**src/rtl/fusion_config.svh**
```systemverilog
`ifndef FUSION_CONFIG_SVH
`define FUSION_CONFIG_SVH

////////////////////////////////////////
// datapath widths
////////////////////////////////////////

// x and y operand width
`define FU_OPND_W   8
// one nibble, the operand of a cluster
`define FU_NIB_W    4
// one brick operand, before sign extension
`define FU_BRICK_W  2
// fused product word
`define FU_PROD_W   16
// running sum, 4 guard bits over the 8x8 product
`define FU_SUM_W    20

////////////////////////////////////////
// precision modes
////////////////////////////////////////

`define FU_MODE_W   2
`define FU_MODE_2B  2'd0
`define FU_MODE_4B  2'd1
`define FU_MODE_8B  2'd2
// unused code, also the stored mode out of reset
`define FU_MODE_NONE 2'd3

`endif

```
**src/rtl/fusion_pkg.sv**
```systemverilog
`include "fusion_config.svh"

package fusion_pkg;

    ////////////////////////////////////////
    // derived widths
    ////////////////////////////////////////

    // 4x4 dot sum: 8-bit cluster product plus 2 bits of growth for 4 terms
    localparam int QUAD_DOT_W = 2 * `FU_NIB_W + 2;
    // 2x2 dot sum: 4-bit brick product plus 2 bits of growth
    localparam int DUAL_DOT_W = 2 * `FU_BRICK_W + 2;

    ////////////////////////////////////////
    // types
    ////////////////////////////////////////

    // precision select
    typedef enum logic [`FU_MODE_W-1:0] {
        fu_mode_2b   = `FU_MODE_2B,
        fu_mode_4b   = `FU_MODE_4B,
        fu_mode_8b   = `FU_MODE_8B,
        fu_mode_none = `FU_MODE_NONE
    } fu_mode_e;

    // product word, every result is left aligned
    // full is used in 8x8 mode, quad in 4x4 mode, dual in 2x2 mode
    typedef union packed {
        logic [`FU_PROD_W-1:0] full;
        struct packed {
            logic [QUAD_DOT_W-1:0]            dot;
            // always zero in 4x4 mode
            logic [`FU_PROD_W-QUAD_DOT_W-1:0] pad;
        } quad;
        struct packed {
            logic [DUAL_DOT_W-1:0]            dot;
            // always zero in 2x2 mode
            logic [`FU_PROD_W-DUAL_DOT_W-1:0] pad;
        } dual;
    } fu_product_u;

endpackage

```
**src/rtl/sign_ctrl_if.sv**
```systemverilog
`timescale 1ns/1ps

// per-brick sign enables, one bit per cluster
// cluster numbering: 1 = xh*yh, 2 = xh*yl, 3 = xl*yh, 4 = xl*yl
// prefix is the brick inside the cluster, first letter x half, second y half
interface sign_ctrl_if;

    // x operand of the brick taken as signed
    logic [4:1] hh_sx;
    logic [4:1] hl_sx;
    logic [4:1] lh_sx;
    logic [4:1] ll_sx;

    // y operand of the brick taken as signed
    logic [4:1] hh_sy;
    logic [4:1] hl_sy;
    logic [4:1] lh_sy;
    logic [4:1] ll_sy;

    // decoder side
    modport ctrl (
        output hh_sx, hl_sx, lh_sx, ll_sx,
        output hh_sy, hl_sy, lh_sy, ll_sy
    );

    // cluster side, each cluster picks its own bit
    modport brick (
        input hh_sx, hl_sx, lh_sx, ll_sx,
        input hh_sy, hl_sy, lh_sy, ll_sy
    );

endinterface

```
**src/rtl/bitbrick_cluster.sv**
```systemverilog
`timescale 1ns/1ps
`include "fusion_config.svh"

// one 4x4 multiplier built from four 2x2 bricks
// signedness of each half comes from the sign enables of this cluster
module bitbrick_cluster #(
    parameter int CLUSTER = 1
) (
    input  logic [`FU_NIB_W-1:0]   x,
    input  logic [`FU_NIB_W-1:0]   y,
    sign_ctrl_if.brick             sgn,
    output logic [2*`FU_NIB_W-1:0] prod
);

    // brick operand after extension by one sign bit
    localparam int EXT_W = `FU_BRICK_W + 1;
    // full brick product width
    localparam int BP_W  = 2 * EXT_W;
    localparam int CP_W  = 2 * `FU_NIB_W;
    localparam int BW    = `FU_BRICK_W;

    ////////////////////////////////////////
    // brick
    ////////////////////////////////////////

    // 2x2 product, each operand extended by its sign enable
    // unsigned operand gets a zero on top, signed one repeats its msb
    function automatic logic signed [BP_W-1:0] brick_mul(
        input logic [BW-1:0] a,
        input logic [BW-1:0] b,
        input logic          sa,
        input logic          sb
    );
        logic signed [EXT_W-1:0] ai;
        logic signed [EXT_W-1:0] bi;
        ai = {sa & a[BW-1], a};
        bi = {sb & b[BW-1], b};
        return ai * bi;
    endfunction

    // brick products, prefix gives x half then y half
    logic signed [BP_W-1:0] p_hh;
    logic signed [BP_W-1:0] p_hl;
    logic signed [BP_W-1:0] p_lh;
    logic signed [BP_W-1:0] p_ll;

    assign p_hh = brick_mul(x[CP_W/2-1:BW], y[CP_W/2-1:BW],
                            sgn.hh_sx[CLUSTER], sgn.hh_sy[CLUSTER]);
    assign p_hl = brick_mul(x[CP_W/2-1:BW], y[BW-1:0],
                            sgn.hl_sx[CLUSTER], sgn.hl_sy[CLUSTER]);
    assign p_lh = brick_mul(x[BW-1:0], y[CP_W/2-1:BW],
                            sgn.lh_sx[CLUSTER], sgn.lh_sy[CLUSTER]);
    assign p_ll = brick_mul(x[BW-1:0], y[BW-1:0],
                            sgn.ll_sx[CLUSTER], sgn.ll_sy[CLUSTER]);

    ////////////////////////////////////////
    // merge
    ////////////////////////////////////////

    // shifted terms, all taken mod 2^8
    logic [CP_W-1:0] t_ll;
    logic [CP_W-1:0] t_mid;
    logic [CP_W-1:0] t_hh;

    // low brick at weight 1, sign extended to the cluster width
    assign t_ll  = {{(CP_W-BP_W){p_ll[BP_W-1]}}, p_ll};
    // cross bricks at weight 4
    assign t_mid = {p_hl, {BW{1'b0}}} + {p_lh, {BW{1'b0}}};
    // high brick at weight 16, its upper bits fall off the word
    assign t_hh  = {p_hh[CP_W-2*BW-1:0], {(2*BW){1'b0}}};

    // exact 4x4 product in the signedness the enables describe
    assign prod = t_ll + t_mid + t_hh;

endmodule

```
**src/rtl/fusion_core.sv**
```systemverilog
`timescale 1ns/1ps
`include "fusion_config.svh"

module fusion_core import fusion_pkg::*; (
    input  logic [`FU_OPND_W-1:0] x,
    input  logic [`FU_OPND_W-1:0] y,
    input  fu_mode_e              mode,
    sign_ctrl_if.brick            sgn,
    output fu_product_u           product
);

    localparam int NW   = `FU_NIB_W;
    // cluster product width
    localparam int CL_W = 2 * `FU_NIB_W;

    // keeps the upper brick of every nibble, 8'b1100_1100
    localparam logic [`FU_OPND_W-1:0] KEEP_MASK =
        {(`FU_OPND_W/`FU_NIB_W){{`FU_BRICK_W{1'b1}}, {`FU_BRICK_W{1'b0}}}};

    ////////////////////////////////////////
    // operand gating and split
    ////////////////////////////////////////

    logic [`FU_OPND_W-1:0] x_g;
    logic [`FU_OPND_W-1:0] y_g;

    // 2x2 mode uses only bits 7:6 and 3:2
    assign x_g = (mode == fu_mode_2b) ? (x & KEEP_MASK) : x;
    assign y_g = (mode == fu_mode_2b) ? (y & KEEP_MASK) : y;

    // cluster products, x nibble then y nibble
    logic [CL_W-1:0] pp_hh;
    logic [CL_W-1:0] pp_hl;
    logic [CL_W-1:0] pp_lh;
    logic [CL_W-1:0] pp_ll;

    bitbrick_cluster #(.CLUSTER(1)) u_cl_hh (
        .x(x_g[2*NW-1:NW]), .y(y_g[2*NW-1:NW]), .sgn(sgn), .prod(pp_hh)
    );
    bitbrick_cluster #(.CLUSTER(2)) u_cl_hl (
        .x(x_g[2*NW-1:NW]), .y(y_g[NW-1:0]), .sgn(sgn), .prod(pp_hl)
    );
    bitbrick_cluster #(.CLUSTER(3)) u_cl_lh (
        .x(x_g[NW-1:0]), .y(y_g[2*NW-1:NW]), .sgn(sgn), .prod(pp_lh)
    );
    bitbrick_cluster #(.CLUSTER(4)) u_cl_ll (
        .x(x_g[NW-1:0]), .y(y_g[NW-1:0]), .sgn(sgn), .prod(pp_ll)
    );

    ////////////////////////////////////////
    // product mapping
    ////////////////////////////////////////

    // signed cluster product widened to the 4x4 dot sum
    function automatic logic [QUAD_DOT_W-1:0] quad_term(input logic [CL_W-1:0] p);
        return {{(QUAD_DOT_W-CL_W){p[CL_W-1]}}, p};
    endfunction

    // in 2x2 mode only the high brick is nonzero, so bits 7:4 hold its product
    function automatic logic [DUAL_DOT_W-1:0] dual_term(input logic [CL_W-1:0] p);
        return {{(DUAL_DOT_W-NW){p[CL_W-1]}}, p[CL_W-1:NW]};
    endfunction

    always_comb begin
        product = '0;
        case (mode)
            fu_mode_8b: begin
                // hh on top, ll at bottom, cross terms sign extended at weight 16
                // ll is unsigned, the other three carry a sign
                product.full = {pp_hh, pp_ll}
                             + {({{NW{pp_hl[CL_W-1]}}, pp_hl}
                               + {{NW{pp_lh[CL_W-1]}}, pp_lh}), {NW{1'b0}}};
            end
            fu_mode_4b: begin
                product.quad.dot = quad_term(pp_hh) + quad_term(pp_hl)
                                 + quad_term(pp_lh) + quad_term(pp_ll);
            end
            fu_mode_2b: begin
                product.dual.dot = dual_term(pp_hh) + dual_term(pp_hl)
                                 + dual_term(pp_lh) + dual_term(pp_ll);
            end
            default: begin
                // code 3 gives a zero word
            end
        endcase
    end

endmodule

```
**src/rtl/fusion_mac.sv**
```systemverilog
`timescale 1ns/1ps
`include "fusion_config.svh"

module fusion_mac import fusion_pkg::*; (
    input  logic                  clk,
    input  logic                  nrst,
    input  logic                  en,
    input  logic [`FU_MODE_W-1:0] mode,
    input  logic [`FU_OPND_W-1:0] x,
    input  logic [`FU_OPND_W-1:0] y,
    output logic [`FU_PROD_W-1:0] product,
    output logic [`FU_SUM_W-1:0]  sum
);

    fu_mode_e    mode_e;
    fu_product_u prod_w;

    // all four codes are enum members
    assign mode_e  = fu_mode_e'(mode);
    assign product = prod_w.full;

    // sign enables for the sixteen bricks
    sign_ctrl_if u_sgn_if ();

    sign_ctrl u_sign_ctrl (
        .mode (mode_e),
        .sgn  (u_sgn_if.ctrl)
    );

    // combinational fused product
    fusion_core u_core (
        .x       (x),
        .y       (y),
        .mode    (mode_e),
        .sgn     (u_sgn_if.brick),
        .product (prod_w)
    );

    // registered running sum
    mac_accumulator u_acc (
        .clk     (clk),
        .nrst    (nrst),
        .en      (en),
        .mode    (mode_e),
        .product (prod_w),
        .sum     (sum)
    );

endmodule

```
**src/rtl/mac_accumulator.sv**
```systemverilog
`timescale 1ns/1ps
`include "fusion_config.svh"

module mac_accumulator import fusion_pkg::*; (
    input  logic                 clk,
    input  logic                 nrst,
    input  logic                 en,
    input  fu_mode_e             mode,
    input  fu_product_u          product,
    output logic [`FU_SUM_W-1:0] sum
);

    localparam int SW = `FU_SUM_W;
    localparam int PW = `FU_PROD_W;
    // left aligned sum fields, 12 bits for 4x4 and 10 bits for 2x2
    localparam int QUAD_FLD_W = QUAD_DOT_W + 2;
    localparam int DUAL_FLD_W = DUAL_DOT_W + 4;
    localparam int QUAD_LO    = SW - QUAD_FLD_W;
    localparam int DUAL_LO    = SW - DUAL_FLD_W;

    fu_mode_e mode_q;
    logic     mode_chg;

    // addends, sign extended to their field
    logic [SW-1:0]         full_ext;
    logic [QUAD_FLD_W-1:0] quad_ext;
    logic [DUAL_FLD_W-1:0] dual_ext;

    assign mode_chg = (mode != mode_q);

    assign full_ext = {{(SW-PW){product.full[PW-1]}}, product.full};
    assign quad_ext = {{(QUAD_FLD_W-QUAD_DOT_W){product.quad.dot[QUAD_DOT_W-1]}},
                       product.quad.dot};
    assign dual_ext = {{(DUAL_FLD_W-DUAL_DOT_W){product.dual.dot[DUAL_DOT_W-1]}},
                       product.dual.dot};

    ////////////////////////////////////////
    // accumulate
    ////////////////////////////////////////

    always_ff @(posedge clk) begin
        if (!nrst) begin
            // stored mode never matches a live mode, so the first cycle clears
            mode_q <= fu_mode_none;
            sum    <= '0;
        end else begin
            mode_q <= mode;
            if (mode_chg) begin
                // new precision, start over
                sum <= '0;
            end else if (en) begin
                case (mode)
                    fu_mode_8b: sum <= sum + full_ext;
                    fu_mode_4b: begin
                        sum[SW-1:QUAD_LO] <= sum[SW-1:QUAD_LO] + quad_ext;
                        sum[QUAD_LO-1:0]  <= '0;
                    end
                    fu_mode_2b: begin
                        sum[SW-1:DUAL_LO] <= sum[SW-1:DUAL_LO] + dual_ext;
                        sum[DUAL_LO-1:0]  <= '0;
                    end
                    default: sum <= '0;
                endcase
            end
        end
    end

endmodule

```
**src/rtl/sign_ctrl.sv**
```systemverilog
`timescale 1ns/1ps

module sign_ctrl import fusion_pkg::*; (
    input  fu_mode_e    mode,
    sign_ctrl_if.ctrl   sgn
);

    // clusters whose x nibble is the high half of x (xh*yh, xh*yl)
    localparam logic [4:1] X_HI_CLUSTERS = 4'b0011;
    // clusters whose y nibble is the high half of y (xh*yh, xl*yh)
    localparam logic [4:1] Y_HI_CLUSTERS = 4'b0101;

    ////////////////////////////////////////
    // mode decode
    ////////////////////////////////////////

    // a brick operand is signed when it holds the sign bit
    // of an operand at the current precision
    always_comb begin
        // unsigned everywhere unless the mode says otherwise
        sgn.hh_sx = '0;
        sgn.hl_sx = '0;
        sgn.lh_sx = '0;
        sgn.ll_sx = '0;
        sgn.hh_sy = '0;
        sgn.hl_sy = '0;
        sgn.lh_sy = '0;
        sgn.ll_sy = '0;
        case (mode)
            fu_mode_2b: begin
                // every 2-bit slice is an operand of its own
                sgn.hh_sx = '1;
                sgn.hl_sx = '1;
                sgn.lh_sx = '1;
                sgn.ll_sx = '1;
                sgn.hh_sy = '1;
                sgn.hl_sy = '1;
                sgn.lh_sy = '1;
                sgn.ll_sy = '1;
            end
            fu_mode_4b: begin
                // bit 3 of each nibble sits in the upper brick operand
                sgn.hh_sx = '1;
                sgn.hl_sx = '1;
                sgn.hh_sy = '1;
                sgn.lh_sy = '1;
            end
            fu_mode_8b: begin
                // only the upper bricks of the upper nibbles see bit 7
                sgn.hh_sx = X_HI_CLUSTERS;
                sgn.hl_sx = X_HI_CLUSTERS;
                sgn.hh_sy = Y_HI_CLUSTERS;
                sgn.lh_sy = Y_HI_CLUSTERS;
            end
            default: begin
                // unused code, product is forced to zero downstream
            end
        endcase
    end

endmodule

```
**config.mk**
```make
export PLATFORM = sky130hd
export DESIGN_NAME = fusion_mac
export DESIGN_NICKNAME = d
export VERILOG_FILES = /design/src/rtl/fusion_pkg.sv /design/src/rtl/sign_ctrl_if.sv /design/src/rtl/bitbrick_cluster.sv /design/src/rtl/fusion_core.sv /design/src/rtl/fusion_mac.sv /design/src/rtl/mac_accumulator.sv /design/src/rtl/sign_ctrl.sv
export VERILOG_INCLUDE_DIRS = /design/src /design/src/rtl
export SDC_FILE = /design/constraint.sdc
export NUM_CORES = 1
export LEC_CHECK = 0
export ABC_AREA = 1
export ABC_CLOCK_PERIOD_IN_PS = 16000
export BUFFER_PORTS_ARGS = -buffer_cell sky130_fd_sc_hd__buf_2
export CAP_MARGIN = 15
export CORE_MARGIN = 10
export CORE_UTILIZATION = 45
export CTS_CLUSTER_DIAMETER = 200
export CTS_CLUSTER_SIZE = 28
export DETAILED_ROUTE_END_ITERATION = 6
export PLACE_DENSITY_LB_ADDON = 0.08
export SLEW_MARGIN = 5
export SYNTH_ARGS = -nofsm -noshare
export SYNTH_HDL_FRONTEND = slang
export SYNTH_SLANG_ARGS = --single-unit
```
**constraint.sdc**
```tcl
create_clock -name clk -period 16 [get_ports clk]
set_input_delay 4.8 -clock clk [delete_from_list [all_inputs] [get_ports clk]]
set_output_delay 4.8 -clock clk [all_outputs]
set_load 0.05 [all_outputs]
```
### Word-level counts from Yosys, hierarchy flattened

Cells that the tools add are included.

* multiply operators: 16
* mux-type cells: 9
* eq/ne operators: 3
* reductions and logical operators: 3
* add/sub/neg operators: 23
* bitwise operators: 17

Operators by type and width (count)
* $add A8 B8 Y8: 12
* $mul A3 B3 Y6: 12
* $pmux W20 S3: 1
* $pmux W4 S2: 3
* $add A10 B10 Y10: 2
* $add A20 B20 Y20: 1
* $add A8 B8 Y9: 2
* $mux W6: 3
* $pmux W6 S3: 1
* $add A16 B16 Y16: 1
* $and A1 B1 Y1: 16
* $mul A3 B3 Y4: 4
* $add A12 B12 Y12: 1
* $add A9 B8 Y10: 1
* $add A5 B4 Y6: 1
* $add A6 B6 Y6: 1
* $add A4 B4 Y5: 1
* $mux W4: 1
* $reduce_or A2 Y1: 2
* $eq A2 B1 Y1 const B: 1
* $eq A2 B2 Y1 const B: 1
* $logic_not A2 Y1: 1
* $ne A2 B2 Y1: 1
* $not A1 Y1: 1

* word-level logic and storage cells: 73
* bits in registers: 22
* bits of input ports: 21

### Longest topological paths before layout

* depth in word-level cells: 14
* depth in mapped cells: 57
* gate-level depth less buffers: 55

### Modules after synthesis

Synthesis repeated with hierarchy kept, for this count alone.

* cell total of the unflattened synthesis: 1778
* area total of the unflattened synthesis: 11372.2 um^2

Modules (own cells, without submodules)
* bitbrick_cluster (u_core.u_cl_hl ...): cells an instance 211, area each 1481.4 um^2, instances 2
* mac_accumulator: cells an instance 529, area each 2949.1 um^2, instances 1
* fusion_core: cells an instance 358, area each 2217.1 um^2, instances 1
* bitbrick_cluster (u_core.u_cl_ll): cells an instance 224, area each 1527.7 um^2, instances 1
* bitbrick_cluster (u_core.u_cl_hh): cells an instance 213, area each 1486.4 um^2, instances 1
* sign_ctrl: cells an instance 32, area each 229.0 um^2, instances 1

### Least setup slack after synthesis

No wires, ideal clock.

* path kind: input-to-output
* from: input mode[0]
* to: output product[14]
* data required time: 11.200 ns
* path slack: -1.326 ns
* stages on the path: 34
* arrival: 12.526 ns
* cell sequence: inv_1 ha_1 buf_2 nor2_2 nor2_1 inv_1 nor2_1 inv_1 fa_1 fa_1 inv_1 ha_1 fa_1 fa_1 inv_1 fa_1 inv_1 ha_1 a21oi_1 nand2_1 xnor2_1 xnor2_1 inv_1 xor2_1 fa_1 inv_1 fa_1 ha_1 a21oi_1 inv_1 a21oi_1 o21ai_0 a21o_1 a31oi_1

* cells in the longest elaborated chain, start to end: 12
* elaborated cells between the ends (all ways): 62
* those cells by class: add/sub: 20; mul: 16; eq/ne: 2; mux: 6; bitwise: 16; reduce/logical: 2

RTL lines
* from (decl): line fusion_mac.sv:8 `` input logic [`FU_MODE_W-1:0] mode, ``
* $eq A2 B1 Y1 or $logic_not A2 Y1 (tied branches)
* $reduce_or A2 Y1 (no source line)
* $pmux W4 S2: line sign_ctrl.sv:29 `case (mode)`
* $and A1 B1 Y1 (on tied branches): line bitbrick_cluster.sv:36, bitbrick_cluster.sv:37
* $mul A3 B3 Y6: line bitbrick_cluster.sv:38 `return ai * bi;`
* $add A8 B8 Y8: line bitbrick_cluster.sv:68 `assign t_mid = {p_hl, {BW{1'b0}}} + {p_lh, {BW{1'b0}}};`
* $add A8 B8 Y8 (2 in a row): line bitbrick_cluster.sv:73 `assign prod = t_ll + t_mid + t_hh;`
* $add A8 B8 Y9 or $add A4 B4 Y5 (tied branches): line fusion_core.sv:75, fusion_core.sv:79
* $add A9 B8 Y10 or $add A5 B4 Y6 (tied branches): line fusion_core.sv:76, fusion_core.sv:80
* $add A10 B10 Y10 or $add A6 B6 Y6 (tied branches): line fusion_core.sv:76, fusion_core.sv:80
* $pmux W6 S3 *: line fusion_core.sv:66 `case (mode)`
* to (decl): line fusion_mac.sv:11 `` output logic [`FU_PROD_W-1:0] product, ``

Every way passes the cells marked *; elsewhere a longest branch is shown, timed or not.

### Worst setup path in the final report

Ends and elaborated chain as after synthesis.

==> impl_results.md <==
- Status: finished with violations
- Failing checks: negative setup slack
- Clock Path Buffers: 2
- # hold bufs at CTS: 0
- Crit path arrival time: 11.70 ns
- CTS tree: yes
- Fin nets: between 1500 and 2000
- Clock insertion delay at the later pin of the skew report: ~0.28 ns
- Antenna viol nets, final: 0
- Initial Util: a little under half
- Slew margin rel.: roughly 46%
- GP Congestion: approximately 0.94
- Placed insts: around 1800
- Post-synth EDFFs: 0
- Yosys reg bits: 22
- Antenna diodes: 0
- Unrepaired setup endpoints after global routing: true
- Fin crit share: 103%
- Clock Pin Slew Worst Setup and Hold Paths: about 0.07 ns
- # Max-Cap Violations: 0
- DR WL/cell: between 15 and 20 um
- Ys Warns: 0
- Final setup viols: 4
- CTS Sinks: 22
- Final Skew: roughly 0.0096 ns
- Die width: around 160 um
- Netlist cell types: 50
- R2R depth: 17
- Vias in the first global route: 8700
- TritonCTS Buffers: 3
- First-pass GRT wire length: about 44000 um
- Hold path startpoint: u_acc.sum[5]
- CP Capture Type: primary output
- WHS Path Cells: 2
- RR Startpoint: u_acc.sum[0]
- FILL cells: roughly 1900
- DP Wirelength: 23400 um
- Initial antenna violation count: 0
- Gate Count Post-Synth: 1260
- WHS Endpoint: u_acc.sum[5]
- Hold Path Class: reg2reg
- Max Slew Vio Count: 0
- Final Hold Fails: 0
- Crit Path Max Fanout: 5
- Maximum number of pins on one net before global-route repair: 22
- Worst Setup Start Kind: input pin
- Share of layout cells above drive strength 1: a little under a quarter
- Setup ws final: -0.499 ns
- Critical path type: in2out
- Synthesized area per cell: 7.25 um^2
- DRC violations left: 0
- Worst-margin pin slew: approximately 0.81 ns
- CP max-delay cell: fa_1
- Top_reg_cell synth: dfxtp_1
- Count of port buffers added during placement: 56
- Final min period: 16.50 ns
- Core area: 20100 um^2
- Area delta synth->final: 29.0%
- Sequential area share after synthesis: 4.82%
- Sequential cell area: between 400 and 500 um^2
- Cell Rows: between 50 and 60
- Reg-to-Reg End: u_acc.sum[14]
- Via count: between 8000 and 9000
- Number of H-tree levels: 1
- 1st-pass router iterations: 5
- Most common cell after layout, fill and taps aside: inv_1
- Routed WL: approximately 27000 um
- R2r setup slk: ~13 ns
- Via/cell ratio: between 4 and 5
- Root buffer cell: clkbuf_16
- Layout Cells excl Fill: 1777
- Worst path max stage delay: 0.56 ns
- IO Pins: 57
- Synthesized area: a little over 9000 um^2
- DIE AREA: 26400 um^2
- Most frequent cells in the layout: inv_1, nand2_1, buf_4, ha_1, fa_1
- Remaining Overflow, GRT: 0
- FFs w/ async S/R, synth: 0%
- All-layer global routing usage: between 20% and 30%
- Peak Freq: 60.6 MHz
- Die Height: ~160 um
- Worst EP required: ~11 ns
- Area of the multi-input gates: about 8100 um^2
- Drt initial violations: about 380
==> cells in the mapped netlist, types with 2 or more instances <==
cell type	number	area [um^2]
o22ai_1	2	12.5
nand4_1	3	18.8
a22oi_1	2	15.0
buf_6	3	33.8
a21oi_1	101	505
nand3_2	3	30.0
o211ai_1	4	30.0
nand2_2	10	62.6
xnor2_1	43	377
buf_4	2	15.0
o21ai_1	3	15.0
conb_1	2	7.51
nand2_4	3	33.8
fa_1	112	2240
o21a_1	2	15.0
ha_1	142	1780
inv_1	304	1140
a21o_1	7	52.6
nor2_1	91	342
clkbuf_8	4	55.1
a31oi_1	10	62.6
o221ai_1	2	17.5
nand3b_1	4	30.0
clkbuf_1	10	37.5
xor2_1	28	245
dfxtp_1	22	440
buf_2	2	10.0
o21bai_1	4	30.0
o21ai_0	48	240
nor3_1	4	20.0
or2_2	6	37.5
nand2_1	217	815
inv_2	2	7.51
nand3_1	42	210
==> routing by layer <==
metal | wire length [um] | vias to the layer above | global-route usage (%)
li1 | - | 4333 | -
met1 | 11800 | 3967 | 25.6
met2 | 13700 | 134 | 37.8
met3 | 739 | 31 | 1.37
met4 | 566 | 0 | 4.51
met5 | 0 | - | 0
==> worst max path at each step <==
stage | depth (start not counted) | slack [ns] | to | from
finish | 35 | -0.50 | product[14] | mode[0]
global route | 39 | -0.85 | product[15] | mode[0]
CTS | 35 | -0.55 | product[14] | mode[1]
detailed placement | 33 | -0.78 | product[14] | mode[0]
global placement | 34 | -0.65 | product[14] | mode[0]
floorplan | 34 | -0.13 | product[14] | mode[0]
==> critical path, delay by kind of cell <==
| family | cells | cell delay, ns |
|---|---|---|
| xor gates and xnor gates | 3 | 0.48 |
| buffers and inverters | 12 | 0.95 |
| and+or+nand+nor | 3 | 0.31 |
| adders and majority gates | 11 | 4.17 |
| AOI/OAI and AO/OA | 6 | 0.96 |
==> layout make-up <==
| cell class | instances | area share, % |
|---|---|---|
| clock inverters | 1 | 0.255 |
| well taps | 270 | 2.87 |
| flip-flops and latches | 22 | 3.74 |
| multi-input cells | 957 | 68.7 |
| repair buffers | 216 | 13.6 |
| clock buffers | 3 | 0.637 |
| inverters | 308 | 10.2 |
==> stage by stage <==
step / hold slack (ns) / utilization, % / worst slack (ns) / cell area (um^2) / setup TNS, ns
floorplan: 0.667 / - / -0.129 / 9600 / -0.249
global placement: 0.472 / 55.3 / -0.648 / 11100 / -2.78
detailed placement: 0.474 / 55.3 / -0.783 / 11100 / -3.49
CTS: 0.485 / 57.6 / -0.548 / 11600 / -1.49
global route: 0.509 / 58.6 / -0.846 / 11800 / -3.06
finish: 0.483 / 58.6 / -0.499 / 11800 / -1.39
==> state kept, by name, summed over array words and instances, names as in the netlist <==
signal	flops
u_acc.sum	20
u_acc.mode_q	2
==> repair_timing <==
action                     in CTS  in global routing
pin swaps                      45                 19
resized for setup              79                 34
setup endpoints to repair       7                  7
setup buffers                  11                  5
==> logic make-up (layout without fill, tap and decap cells) <==
group	after synthesis	in the layout	share of synthesized area (%)
other	2	51	0.0822
buffers and inverters	330	528	14.7
XOR/XNOR	71	71	6.81
flip-flops	22	22	4.82
adder cells (fa/ha/maj)	254	254	44.0
AND/OR/NAND/NOR	387	387	17.9
AO/OA/AOI/OAI	194	194	11.7
Power is left out: the tool's default activity adds up to more than one toggle a clock period on the data nets, which glitch-free logic cannot reach.
